`src/fp_arith_pkg.sv`:
```
// operation select enum, default fixed-point format and divider step count helper
`default_nettype none

package fp_arith_pkg;

  // ~~~~~~~~~~~~~~~~~~~~~~~~~~~~~~~~~~~~~~~~~~~~~~~~~~~~~~~~~~~~~~~~~~~~~~
  // operation select
  // ~~~~~~~~~~~~~~~~~~~~~~~~~~~~~~~~~~~~~~~~~~~~~~~~~~~~~~~~~~~~~~~~~~~~~~

  typedef enum logic {
    op_mul = 1'b0,  // pipelined multiplier.
    op_div = 1'b1   // sequential divider.
  } arith_op_e;

  // ~~~~~~~~~~~~~~~~~~~~~~~~~~~~~~~~~~~~~~~~~~~~~~~~~~~~~~~~~~~~~~~~~~~~~~
  // default word format, 16.16
  // ~~~~~~~~~~~~~~~~~~~~~~~~~~~~~~~~~~~~~~~~~~~~~~~~~~~~~~~~~~~~~~~~~~~~~~

  localparam int DEFAULT_WIDTH      = 32;  // total word width.
  localparam int DEFAULT_FRAC_WIDTH = 16;  // bits right of the binary point.

  // ~~~~~~~~~~~~~~~~~~~~~~~~~~~~~~~~~~~~~~~~~~~~~~~~~~~~~~~~~~~~~~~~~~~~~~
  // divider sizing
  // ~~~~~~~~~~~~~~~~~~~~~~~~~~~~~~~~~~~~~~~~~~~~~~~~~~~~~~~~~~~~~~~~~~~~~~

  // The restoring divider consumes one dividend bit per step. The dividend
  // is the operand shifted left by the fraction width, so it is
  // width + frac_width bits long.
  function automatic int div_iterations(
    input int width,
    input int frac_width
  );
    return width + frac_width;
  endfunction

endpackage

`default_nettype wire

```
`src/fp_arith_unit.sv`:
```
// fixed-point arithmetic unit top level with multiply and divide engines and result merge
`timescale 1ns/10ps
`default_nettype none

module fp_arith_unit import fp_arith_pkg::*; #(
  parameter int WIDTH      = DEFAULT_WIDTH,
  parameter int FRAC_WIDTH = DEFAULT_FRAC_WIDTH
) (
  input  logic             clk,
  input  logic             rst_n,
  input  logic             start,
  input  arith_op_e        op,
  input  logic             is_signed,
  input  logic [WIDTH-1:0] left,
  input  logic [WIDTH-1:0] right,
  output logic [WIDTH-1:0] result,
  output arith_op_e        result_op,
  output logic             done,
  output logic             busy
);

  logic             mul_start;
  logic             div_start;
  logic             mul_valid;
  logic [WIDTH-1:0] mul_result;
  logic             div_valid;
  logic [WIDTH-1:0] div_result;

  // ~~~~~~~~~~~~~~~~~~~~~~~~~~~~~~~~~~~~~~~~~~~~~~~~~~~~~~~~~~~~~~~~~~~~~~
  // start routing
  // ~~~~~~~~~~~~~~~~~~~~~~~~~~~~~~~~~~~~~~~~~~~~~~~~~~~~~~~~~~~~~~~~~~~~~~

  assign mul_start = start && (op == op_mul);
  assign div_start = start && (op == op_div);  // divider drops it while busy.

  // ~~~~~~~~~~~~~~~~~~~~~~~~~~~~~~~~~~~~~~~~~~~~~~~~~~~~~~~~~~~~~~~~~~~~~~
  // engines
  // ~~~~~~~~~~~~~~~~~~~~~~~~~~~~~~~~~~~~~~~~~~~~~~~~~~~~~~~~~~~~~~~~~~~~~~

  fp_mult_pipe #(
    .WIDTH      (WIDTH),
    .FRAC_WIDTH (FRAC_WIDTH)
  ) i_fp_mult_pipe (
    .clk        (clk),
    .rst_n      (rst_n),
    .start      (mul_start),
    .is_signed  (is_signed),
    .left       (left),
    .right      (right),
    .mul_valid  (mul_valid),
    .mul_result (mul_result)
  );

  fp_div_seq #(
    .WIDTH      (WIDTH),
    .FRAC_WIDTH (FRAC_WIDTH)
  ) i_fp_div_seq (
    .clk        (clk),
    .rst_n      (rst_n),
    .start      (div_start),
    .is_signed  (is_signed),
    .left       (left),
    .right      (right),
    .busy       (busy),
    .div_valid  (div_valid),
    .div_result (div_result)
  );

  // ~~~~~~~~~~~~~~~~~~~~~~~~~~~~~~~~~~~~~~~~~~~~~~~~~~~~~~~~~~~~~~~~~~~~~~
  // result merge
  // ~~~~~~~~~~~~~~~~~~~~~~~~~~~~~~~~~~~~~~~~~~~~~~~~~~~~~~~~~~~~~~~~~~~~~~

  fp_result_merge #(
    .WIDTH      (WIDTH)
  ) i_fp_result_merge (
    .clk        (clk),
    .rst_n      (rst_n),
    .mul_valid  (mul_valid),
    .mul_result (mul_result),
    .div_valid  (div_valid),
    .div_result (div_result),
    .result     (result),
    .result_op  (result_op),
    .done       (done)
  );

endmodule

`default_nettype wire

```
`src/fp_div_seq.sv`:
```
// sequential signed/unsigned fixed-point restoring divider with sign handling
`timescale 1ns/10ps
`default_nettype none

module fp_div_seq import fp_arith_pkg::*; #(
  parameter int WIDTH      = DEFAULT_WIDTH,
  parameter int FRAC_WIDTH = DEFAULT_FRAC_WIDTH
) (
  input  logic             clk,
  input  logic             rst_n,
  input  logic             start,
  input  logic             is_signed,
  input  logic [WIDTH-1:0] left,
  input  logic [WIDTH-1:0] right,
  output logic             busy,
  output logic             div_valid,
  output logic [WIDTH-1:0] div_result
);

  localparam int ITERS = div_iterations(WIDTH, FRAC_WIDTH);
  localparam int CNT_W = $clog2(ITERS);

  logic             accept;
  logic             last_step;
  logic [CNT_W-1:0] step_q;

  // operand magnitudes and sign of the quotient.
  logic [WIDTH-1:0] left_mag;
  logic [WIDTH-1:0] right_mag;
  logic             negate;

  // working registers.
  logic [ITERS-1:0] quo_q;   // dividend bits shift out, quotient bits in.
  logic [WIDTH-1:0] rem_q;   // partial remainder, always below the divisor.
  logic [WIDTH-1:0] dvs_q;   // divisor magnitude.
  logic             neg_q;

  // one restoring step.
  logic [WIDTH:0]   rem_shift;
  logic [WIDTH:0]   rem_diff;
  logic             fits;
  logic [WIDTH-1:0] rem_next;
  logic [ITERS-1:0] quo_next;
  logic [WIDTH-1:0] quo_low;

  assign accept    = start && !busy;  // a start during busy is dropped.
  assign last_step = (step_q == CNT_W'(ITERS - 1));

  // ~~~~~~~~~~~~~~~~~~~~~~~~~~~~~~~~~~~~~~~~~~~~~~~~~~~~~~~~~~~~~~~~~~~~~~
  // sign handling
  // ~~~~~~~~~~~~~~~~~~~~~~~~~~~~~~~~~~~~~~~~~~~~~~~~~~~~~~~~~~~~~~~~~~~~~~

  // the most negative value negates to itself, which read unsigned is
  // exactly its magnitude.
  assign left_mag  = (is_signed && left[WIDTH-1])  ? -left  : left;
  assign right_mag = (is_signed && right[WIDTH-1]) ? -right : right;
  assign negate    = is_signed && (left[WIDTH-1] ^ right[WIDTH-1]);

  // ~~~~~~~~~~~~~~~~~~~~~~~~~~~~~~~~~~~~~~~~~~~~~~~~~~~~~~~~~~~~~~~~~~~~~~
  // restoring step
  // ~~~~~~~~~~~~~~~~~~~~~~~~~~~~~~~~~~~~~~~~~~~~~~~~~~~~~~~~~~~~~~~~~~~~~~

  // a zero divisor always fits, so every quotient bit comes out one.
  assign rem_shift = {rem_q, quo_q[ITERS-1]};
  assign rem_diff  = rem_shift - {1'b0, dvs_q};
  assign fits      = (rem_shift >= {1'b0, dvs_q});
  assign rem_next  = fits ? rem_diff[WIDTH-1:0] : rem_shift[WIDTH-1:0];
  assign quo_next  = {quo_q[ITERS-2:0], fits};
  assign quo_low   = quo_next[WIDTH-1:0];  // upper quotient bits are dropped.

  // ~~~~~~~~~~~~~~~~~~~~~~~~~~~~~~~~~~~~~~~~~~~~~~~~~~~~~~~~~~~~~~~~~~~~~~
  // control
  // ~~~~~~~~~~~~~~~~~~~~~~~~~~~~~~~~~~~~~~~~~~~~~~~~~~~~~~~~~~~~~~~~~~~~~~

  always_ff @(posedge clk or negedge rst_n) begin
    if (!rst_n) begin
      busy      <= 1'b0;
      div_valid <= 1'b0;
      step_q    <= '0;
    end else begin
      div_valid <= 1'b0;
      if (accept) begin
        busy   <= 1'b1;
        step_q <= '0;
      end else if (busy) begin
        step_q <= step_q + 1'b1;
        if (last_step) begin
          busy      <= 1'b0;
          div_valid <= 1'b1;
        end
      end
    end
  end

  // ~~~~~~~~~~~~~~~~~~~~~~~~~~~~~~~~~~~~~~~~~~~~~~~~~~~~~~~~~~~~~~~~~~~~~~
  // datapath
  // ~~~~~~~~~~~~~~~~~~~~~~~~~~~~~~~~~~~~~~~~~~~~~~~~~~~~~~~~~~~~~~~~~~~~~~

  always_ff @(posedge clk) begin
    if (accept) begin
      quo_q <= ITERS'(left_mag) << FRAC_WIDTH;  // magnitude scaled by 2^frac.
      rem_q <= '0;
      dvs_q <= right_mag;
      neg_q <= negate;
    end else if (busy) begin
      quo_q <= quo_next;
      rem_q <= rem_next;
    end
  end

  always_ff @(posedge clk) begin
    if (busy && last_step) begin
      div_result <= neg_q ? -quo_low : quo_low;
    end
  end

endmodule

`default_nettype wire

```
`src/fp_mult_pipe.sv`:
```
// three-stage pipelined signed/unsigned fixed-point multiplier
`timescale 1ns/10ps
`default_nettype none

module fp_mult_pipe import fp_arith_pkg::*; #(
  parameter int WIDTH      = DEFAULT_WIDTH,
  parameter int FRAC_WIDTH = DEFAULT_FRAC_WIDTH
) (
  input  logic             clk,
  input  logic             rst_n,
  input  logic             start,
  input  logic             is_signed,
  input  logic [WIDTH-1:0] left,
  input  logic [WIDTH-1:0] right,
  output logic             mul_valid,
  output logic [WIDTH-1:0] mul_result
);

  localparam int PROD_WIDTH = 2 * WIDTH;

  // stage one, registered operands.
  logic             s1_valid;
  logic             s1_signed;
  logic [WIDTH-1:0] s1_left;
  logic [WIDTH-1:0] s1_right;

  // stage two, full product.
  logic                  s2_valid;
  logic [PROD_WIDTH-1:0] s2_prod;

  logic [PROD_WIDTH-1:0] left_ext;
  logic [PROD_WIDTH-1:0] right_ext;
  logic [PROD_WIDTH-1:0] prod_full;

  // ~~~~~~~~~~~~~~~~~~~~~~~~~~~~~~~~~~~~~~~~~~~~~~~~~~~~~~~~~~~~~~~~~~~~~~
  // valid pipeline
  // ~~~~~~~~~~~~~~~~~~~~~~~~~~~~~~~~~~~~~~~~~~~~~~~~~~~~~~~~~~~~~~~~~~~~~~

  always_ff @(posedge clk or negedge rst_n) begin
    if (!rst_n) begin
      s1_valid  <= 1'b0;
      s2_valid  <= 1'b0;
      mul_valid <= 1'b0;
    end else begin
      s1_valid  <= start;
      s2_valid  <= s1_valid;
      mul_valid <= s2_valid;
    end
  end

  // ~~~~~~~~~~~~~~~~~~~~~~~~~~~~~~~~~~~~~~~~~~~~~~~~~~~~~~~~~~~~~~~~~~~~~~
  // datapath
  // ~~~~~~~~~~~~~~~~~~~~~~~~~~~~~~~~~~~~~~~~~~~~~~~~~~~~~~~~~~~~~~~~~~~~~~

  // Extending both operands to the product width makes one unsigned
  // multiplier serve both modes; the low PROD_WIDTH bits are exact.
  assign left_ext  = s1_signed ? {{WIDTH{s1_left[WIDTH-1]}}, s1_left}
                               : {{WIDTH{1'b0}}, s1_left};
  assign right_ext = s1_signed ? {{WIDTH{s1_right[WIDTH-1]}}, s1_right}
                               : {{WIDTH{1'b0}}, s1_right};
  assign prod_full = left_ext * right_ext;

  always_ff @(posedge clk) begin
    if (start) begin
      s1_left   <= left;
      s1_right  <= right;
      s1_signed <= is_signed;
    end
  end

  always_ff @(posedge clk) begin
    if (s1_valid) begin
      s2_prod <= prod_full;
    end
  end

  // the bits shifted in by an arithmetic shift land above the kept slice,
  // so a plain slice gives the same word in both modes.
  always_ff @(posedge clk) begin
    if (s2_valid) begin
      mul_result <= s2_prod[FRAC_WIDTH +: WIDTH];
    end
  end

endmodule

`default_nettype wire

```
`src/fp_result_merge.sv`:
```
// merge of the multiply and divide results onto one tagged output with a two-slot store
`timescale 1ns/10ps
`default_nettype none

module fp_result_merge import fp_arith_pkg::*; #(
  parameter int WIDTH = DEFAULT_WIDTH
) (
  input  logic             clk,
  input  logic             rst_n,
  input  logic             mul_valid,
  input  logic [WIDTH-1:0] mul_result,
  input  logic             div_valid,
  input  logic [WIDTH-1:0] div_result,
  output logic [WIDTH-1:0] result,
  output arith_op_e        result_op,
  output logic             done
);

  localparam int SLOTS = 2;
  localparam int CANDS = SLOTS + 2;  // waiting slots, then product, then quotient.

  // waiting results, slot 0 is the oldest.
  logic [SLOTS-1:0] slot_vld;
  logic [WIDTH-1:0] slot_data [SLOTS];
  arith_op_e        slot_op   [SLOTS];

  logic [SLOTS-1:0] slot_vld_next;
  logic [WIDTH-1:0] slot_data_next [SLOTS];
  arith_op_e        slot_op_next   [SLOTS];

  // every result offered this cycle, in age order.
  logic [CANDS-1:0] cand_vld;
  logic [WIDTH-1:0] cand_data [CANDS];
  arith_op_e        cand_op   [CANDS];

  always_comb begin
    for (int i = 0; i < SLOTS; i++) begin
      cand_vld[i]  = slot_vld[i];
      cand_data[i] = slot_data[i];
      cand_op[i]   = slot_op[i];
    end
    cand_vld[SLOTS]    = mul_valid;
    cand_data[SLOTS]   = mul_result;
    cand_op[SLOTS]     = op_mul;
    cand_vld[SLOTS+1]  = div_valid;
    cand_data[SLOTS+1] = div_result;
    cand_op[SLOTS+1]   = op_div;
  end

  // the first valid candidate goes out; the next ones refill the slots.
  always_comb begin : pick
    int taken;
    taken          = 0;
    done           = 1'b0;
    result         = mul_result;
    result_op      = op_mul;
    slot_vld_next  = '0;
    slot_data_next = slot_data;
    slot_op_next   = slot_op;
    for (int i = 0; i < CANDS; i++) begin
      if (cand_vld[i]) begin
        if (taken == 0) begin
          done      = 1'b1;
          result    = cand_data[i];
          result_op = cand_op[i];
        end else if (taken <= SLOTS) begin
          slot_vld_next[taken-1]  = 1'b1;
          slot_data_next[taken-1] = cand_data[i];
          slot_op_next[taken-1]   = cand_op[i];
        end
        taken++;
      end
    end
  end

  always_ff @(posedge clk or negedge rst_n) begin
    if (!rst_n) begin
      slot_vld <= '0;
    end else begin
      slot_vld <= slot_vld_next;
    end
  end

  always_ff @(posedge clk) begin
    slot_data <= slot_data_next;
    slot_op   <= slot_op_next;
  end

endmodule

`default_nettype wire

```
`config.mk`:
```
export PLATFORM = sky130hd
export DESIGN_NAME = fp_arith_unit
export DESIGN_NICKNAME = d
export VERILOG_FILES = /design/src/fp_arith_pkg.sv /design/src/fp_arith_unit.sv /design/src/fp_div_seq.sv /design/src/fp_mult_pipe.sv /design/src/fp_result_merge.sv
export SDC_FILE = /design/constraint.sdc
export NUM_CORES = 2
export LEC_CHECK = 0
export ABC_AREA = 1
export BUFFER_PORTS_ARGS = -buffer_cell sky130_fd_sc_hd__buf_2
export CORE_MARGIN = 10
export CORE_UTILIZATION = 55
export DETAILED_ROUTE_END_ITERATION = 10
export PLACE_DENSITY = 0.69
export SLEW_MARGIN = 15
export SYNTH_ARGS = -nofsm -noshare
export SYNTH_HDL_FRONTEND = slang
export SYNTH_SLANG_ARGS = --single-unit
```
`constraint.sdc`:
```
create_clock -name clk -period 9.2 [get_ports clk]
set_input_delay 0 -clock clk [delete_from_list [all_inputs] [get_ports clk]]
set_output_delay 0 -clock clk [all_outputs]
set_load 0.01 [all_outputs]
```
-- Word-level counts from Yosys, hierarchy flattened
Cells that the tools add are included.
- bitwise gates (word level): 10
- equal/unequal tests: 1
- reductions and logical operators: 18
- $add $sub $neg: 10
- multiply operators: 1
- multiplexer cells: 89
- $lt $le $gt $ge: 16
- operators with widths (cell ; number):
    $mux W64 ; 11
    $mux W32 ; 16
    $bwmux W64 ; 3
    $demux W32 S1 ; 3
    $ge A32 B1 Y1 const B ; 3
    $ge A32 B2 Y1 const B ; 3
    $logic_not A32 Y1 ; 3
    $lt A32 B1 Y1 const B ; 3
    $lt A32 B3 Y1 const B ; 3
    $mux W48 ; 2
    $neg A32 Y32 ; 3
    $not A32 Y32 ; 3
    $le A32 B3 Y1 const B ; 2
    $mul A64 B64 Y48 ; 1
    $sub A32 B2 Y32 const B ; 2
    $mux W2 ; 18
    $ge A33 B32 Y1 ; 1
    $add A32 B2 Y32 const B ; 1
    $sub A32 B32 Y32 ; 1
    $mux W1 ; 27
    $logic_and A1 B1 Y1 ; 13
    $mux W6 ; 2
    $add A6 B1 Y6 const B ; 1
    $demux W1 S1 ; 6
    12 further kinds ; 14
- input port bits: 69
- output and inout bits: 35
- register bits: 369

-- Depth between registers and ports, before layout
- depth after elaboration: 19
- depth in mapped cells: 39
- depth with buffers taken out: 37

-- Hierarchy
A second synthesis with hierarchy kept.
- cells, all modules: 7047
- area, all modules: 54343.4 um^2
- modules (own cells, without submodules) (module ; instances ; seq. area each (um^2) ; area each (um^2) ; cells an instance):
    fp_mult_pipe ; 1 ; 3948.8 ; 38727.1 ; 4724
    fp_div_seq ; 1 ; 4073.9 ; 10224.8 ; 1374
    fp_result_merge ; 1 ; 1371.3 ; 5373.9 ; 945
    fp_arith_unit ; 1 ; 0.0 ; 17.5 ; 4

-- Least setup slack after synthesis
OpenSTA, ideal clock, no wires.
- path kind: register -> register
- start: register i_fp_mult_pipe.s1_signed
- end: register i_fp_mult_pipe.s2_prod[47], data pin
- cell stages (with the launch flop): 30
- period minus slack after synthesis: 7559 ps
- data required time: 8947 ps
- data arrival time: 7306 ps
- slack: 1641 ps
- setup time: 253 ps
- path through: edfxtp_1 -> nand2_1 -> clkinv_1 -> nand2_1 -> inv_1 -> fa_1 -> inv_1 -> fa_1 -> inv_1 -> fa_1 -> fa_1 -> inv_1 -> fa_1 -> inv_1 -> fa_1 -> fa_1 -> fa_1 -> inv_1 -> fa_1 -> inv_1 -> ha_1 -> a21oi_1 -> inv_1 -> a31oi_1 -> o21ai_0 -> a21oi_1 -> nand3_1 -> a21o_1 -> nand3_1 -> nand2_1
- cells in the longest elaborated chain, start to end: 2
- ends and longest elaborated chain (what ; RTL line ; RTL):
    from (decl) ; fp_mult_pipe.sv:23 ; logic s1_signed;
    from (signal assigned) ; fp_mult_pipe.sv:67 ; s1_signed <= is_signed;
    $mux W64 (on tied branches) ; fp_mult_pipe.sv:57, fp_mult_pipe.sv:59 ;
    $mul A64 B64 Y48 * ; fp_mult_pipe.sv:61 ; assign prod_full = left_ext * right_ext;
    named net i_fp_mult_pipe.prod_full[47] ; fp_mult_pipe.sv:33 ; logic [PROD_WIDTH-1:0] prod_full;
    to (signal assigned) ; fp_mult_pipe.sv:73 ; s2_prod <= prod_full;
    to (decl) ; fp_mult_pipe.sv:29 ; logic [PROD_WIDTH-1:0] s2_prod;
Mark *: on every way through the listed nets, which the timed path passes. The rest lies on a longest branch.
A chain may end at the register's enable or synchronous reset.

-- Worst setup path after layout
- start: register i_fp_mult_pipe.s1_left[6]
- end: register i_fp_mult_pipe.s2_prod[46], data pin
- cells in the longest elaborated chain, start to end: 2
- ends and longest elaborated chain (what ; RTL line ; RTL):
    from (decl) ; fp_mult_pipe.sv:24 ; logic [WIDTH-1:0] s1_left;
    from (signal assigned) ; fp_mult_pipe.sv:65 ; s1_left <= left;
    $mux W64 ; fp_mult_pipe.sv:57 ; assign left_ext = s1_signed ? {{WIDTH{s1_left[WIDTH-1]}}, s1_left}
    $mul A64 B64 Y48 ; fp_mult_pipe.sv:61 ;
    named net i_fp_mult_pipe.prod_full[46] ; fp_mult_pipe.sv:33 ;
The timed path passes the listed nets, and every way through them passes these cells.

==> results.txt <==
First-pass GRT wire length: 242,000 um
I/O Buffers: 103
Clock sink count: 353
Area grow syn2layout: 7.31%
Synth Area per Inst: 7.86 um2
Mapped cell area: 53,200 um2
Async set-reset flop share out of synthesis: 3.68%
Cell accounting for the most synthesized area: fa_1
Core Util, Final: 59.3%
Fin Setup TNS: 0 ns
Count leader, synth: inv_1
Crit-path max cell delay: 1.07 ns
Arrival @ worst endpoint: 8.79 ns
Ys flop type: edfxtp_1
Max cap viols: 0
Htree depth: 2
Startpoint types: flop
Post-Synthesis Cells: 6,766
Top cells by count, synth: inv_1 (2,024), nand2_1 (1,648), fa_1 (931)
DP HPWL: 123,000 um
Initial antenna violation count: 8
Die width: 331 um
Area share of the largest cell type after synthesis: 35.0%
Layout cells sized above 1: 5.21%
First drt pass iteration count: 6
Ranking of synthesized cells by area: fa_1 (35%), inv_1 (14%), edfxtp_1 (13%)
Iter 0 DRT Violations: 3,581
Relative slew slack: 17.6%
Setup CP Type: flop to flop
Seq cells post-synth: 353
DR vias: 42,400
Residual DRC: 0
Clock latency on the worst-skew pair: 0.58 ns
CTS root buf: clkbuf_16
Overall Global Routing Usage: 28.2%
Fin. Hold Viols: 0
Status: completed
Most frequent CP cell: fa_1
Net Count, Synth: 8,010
Grt ovf: 0
Clk slew on worst S/H paths: 0.07 ns
Crit. End Element: flop
Post-synth EDFFs: 226
CTS tree: yes
CTS buffer count: 40
Layout net count: 8,049
Hold WS: 0.146 ns
Hold/Removal Path Class: primary input to flop
Die footprint: 110,000 um2
RSZ-0062 raised after global routing: no
Ys Warns: 0
Slew @ Worst Pin: 1.24 ns
Initial Utilization: 55.2%
Clk_skew: 0.0369 ns
Vias/cell: 5.23
R2R Setup Slk: 0.72 ns
WL final: 149,000 um
Slew Limit Fails: 0
CP required: 9.51 ns
Row count: 114
Final Cycle Share: 92.2%
Yosys cell types: 64
Slowest-stage cell, CP: edfxtp_1
Vias in the first global route: 44,400
Min Tclk post-route: 8.48 ns
Wire per inst: 18.4 um
Peak Freq: 118 MHz
Sequential area share after synthesis: 17.7%
CP max FO: 13
Antenna-violating nets left: 0
Core area: 96,300 um2
# resized after CTS: 0
Largest net degree at the start of global routing: 70
Routability Congestion: 0.948
IO Count: 104
Final setup vio count: 0
Die Span Y: 331 um
CTS max path bufs: 3
-- repair_timing --
action,in CTS,in global routing
endpoints found under the hold margin,140,0
buffers inserted,0,0
hold buffers,67,0
-- layout make-up --
cell class	instances	area [um2]
Sequential cell	353	9390
Antenna cell	4	10.0
Inverter	2029	7620
Clock inverter	27	220
Multi-Input combinational cell	4090	35100
Fill cell	8741	39200
Tap cell	1276	1600
Clock buffer	46	1040
Timing Repair Buffer	291	2130
-- path summary, 6_finish.rpt --
path	start	to	depth (start not counted)
max	i_fp_mult_pipe.s1_left[6]	i_fp_mult_pipe.s2_prod[46]	25
min	op	i_fp_mult_pipe.s1_valid	3
max reg2reg	i_fp_mult_pipe.s1_left[6]	i_fp_mult_pipe.s2_prod[46]	25
min reg2reg	i_fp_mult_pipe.s2_valid	i_fp_mult_pipe.mul_valid	0
max in group asynchronous	rst_n	i_fp_div_seq.div_valid	3
min in group asynchronous	rst_n	i_fp_result_merge.slot_vld[1]	3
-- worst max-delay path: cells and delay by family, from the launching register on --
family | cells | cell delay (ns)
adders and majority gates | 10 | 5.35
and+or+nand+nor | 6 | 1.15
DFF | 1 | 1.07
buffers and inverters | 8 | 0.52
xor gates and xnor gates | 1 | 0.07
-- cell usage in the layout, fill, tap and decap left out, types with 31 or more instances in the layout --
master and n:
xnor2_1 31, dlygate4sd3_1 67, fa_1 931, ha_1 244
nor3_1 34, o21ai_0 302, a21oi_1 136, buf_4 117
nor2_1 218, inv_1 2024, dfxtp_1 114, buf_2 103
nand3_1 158, o22ai_1 35, xor2_1 75, o211ai_1 64
edfxtp_1 226, clkbuf_16 40, nand2_1 1646
-- metrics by stage --
| step | worst slack (ns) | cells | cell area, um2 |
|---|---|---|---|
| 2_1_floorplan | 1.64 | 6766 | 53200 |
| 3_3_place_gp | 0.906 | 7970 | 55100 |
| 3_5_place_dp | 0.788 | 7971 | 55100 |
| 4_1_cts | 0.742 | 8111 | 57000 |
| 5_1_grt | 0.386 | 8113 | 57100 |
| 6_report | 0.721 | 8116 | 57100 |
-- sequential cells by signal, summed over array words and instances (netlist names) --
signal	flops
i_fp_mult_pipe.s2_prod	32
i_fp_mult_pipe.s1_right	32
i_fp_div_seq.div_valid	1
i_fp_div_seq.div_result	32
i_fp_mult_pipe.s1_signed	1
i_fp_mult_pipe.s2_valid	1
i_fp_mult_pipe.s1_valid	1
i_fp_result_merge.slot_vld	2
i_fp_div_seq.quo_q	48
i_fp_mult_pipe.mul_valid	1
i_fp_mult_pipe.mul_result	32
i_fp_mult_pipe.s1_left	32
i_fp_div_seq.rem_q	32
i_fp_div_seq.step_q	6
i_fp_div_seq.busy	1
i_fp_div_seq.dvs_q	32
i_fp_div_seq.neg_q	1
i_fp_result_merge.cand_data	64
i_fp_result_merge.cand_op	2
-- logic make-up (layout without fill, tap and decap cells) --
family / count (synthesis) / after routing / share of synthesized area (%)
AND/OR/NAND/NOR: 2174 / 2174 / 16.5
adder cells (fa/ha/maj): 1175 / 1175 / 40.8
AO/OA/AOI/OAI: 635 / 635 / 6.77
buffers and inverters: 2323 / 2393 / 16.5
other: 0 / 4 / 0
XOR/XNOR: 106 / 106 / 1.75
flip-flops: 353 / 353 / 17.7
-- metal layers --
layer / vias to the layer above / wire, um / GRT usage, %
met1: 20800 / 59500 / 36.7
li1: 19700 / - / -
met4: 10 / 7280 / 11.8
met3: 301 / 10600 / 3.56
met5: - / 60 / 0
met2: 1554 / 71900 / 47.2
Power is not shown: default switching activity piles up to over one toggle a cycle in this logic, so the estimate is an artifact.
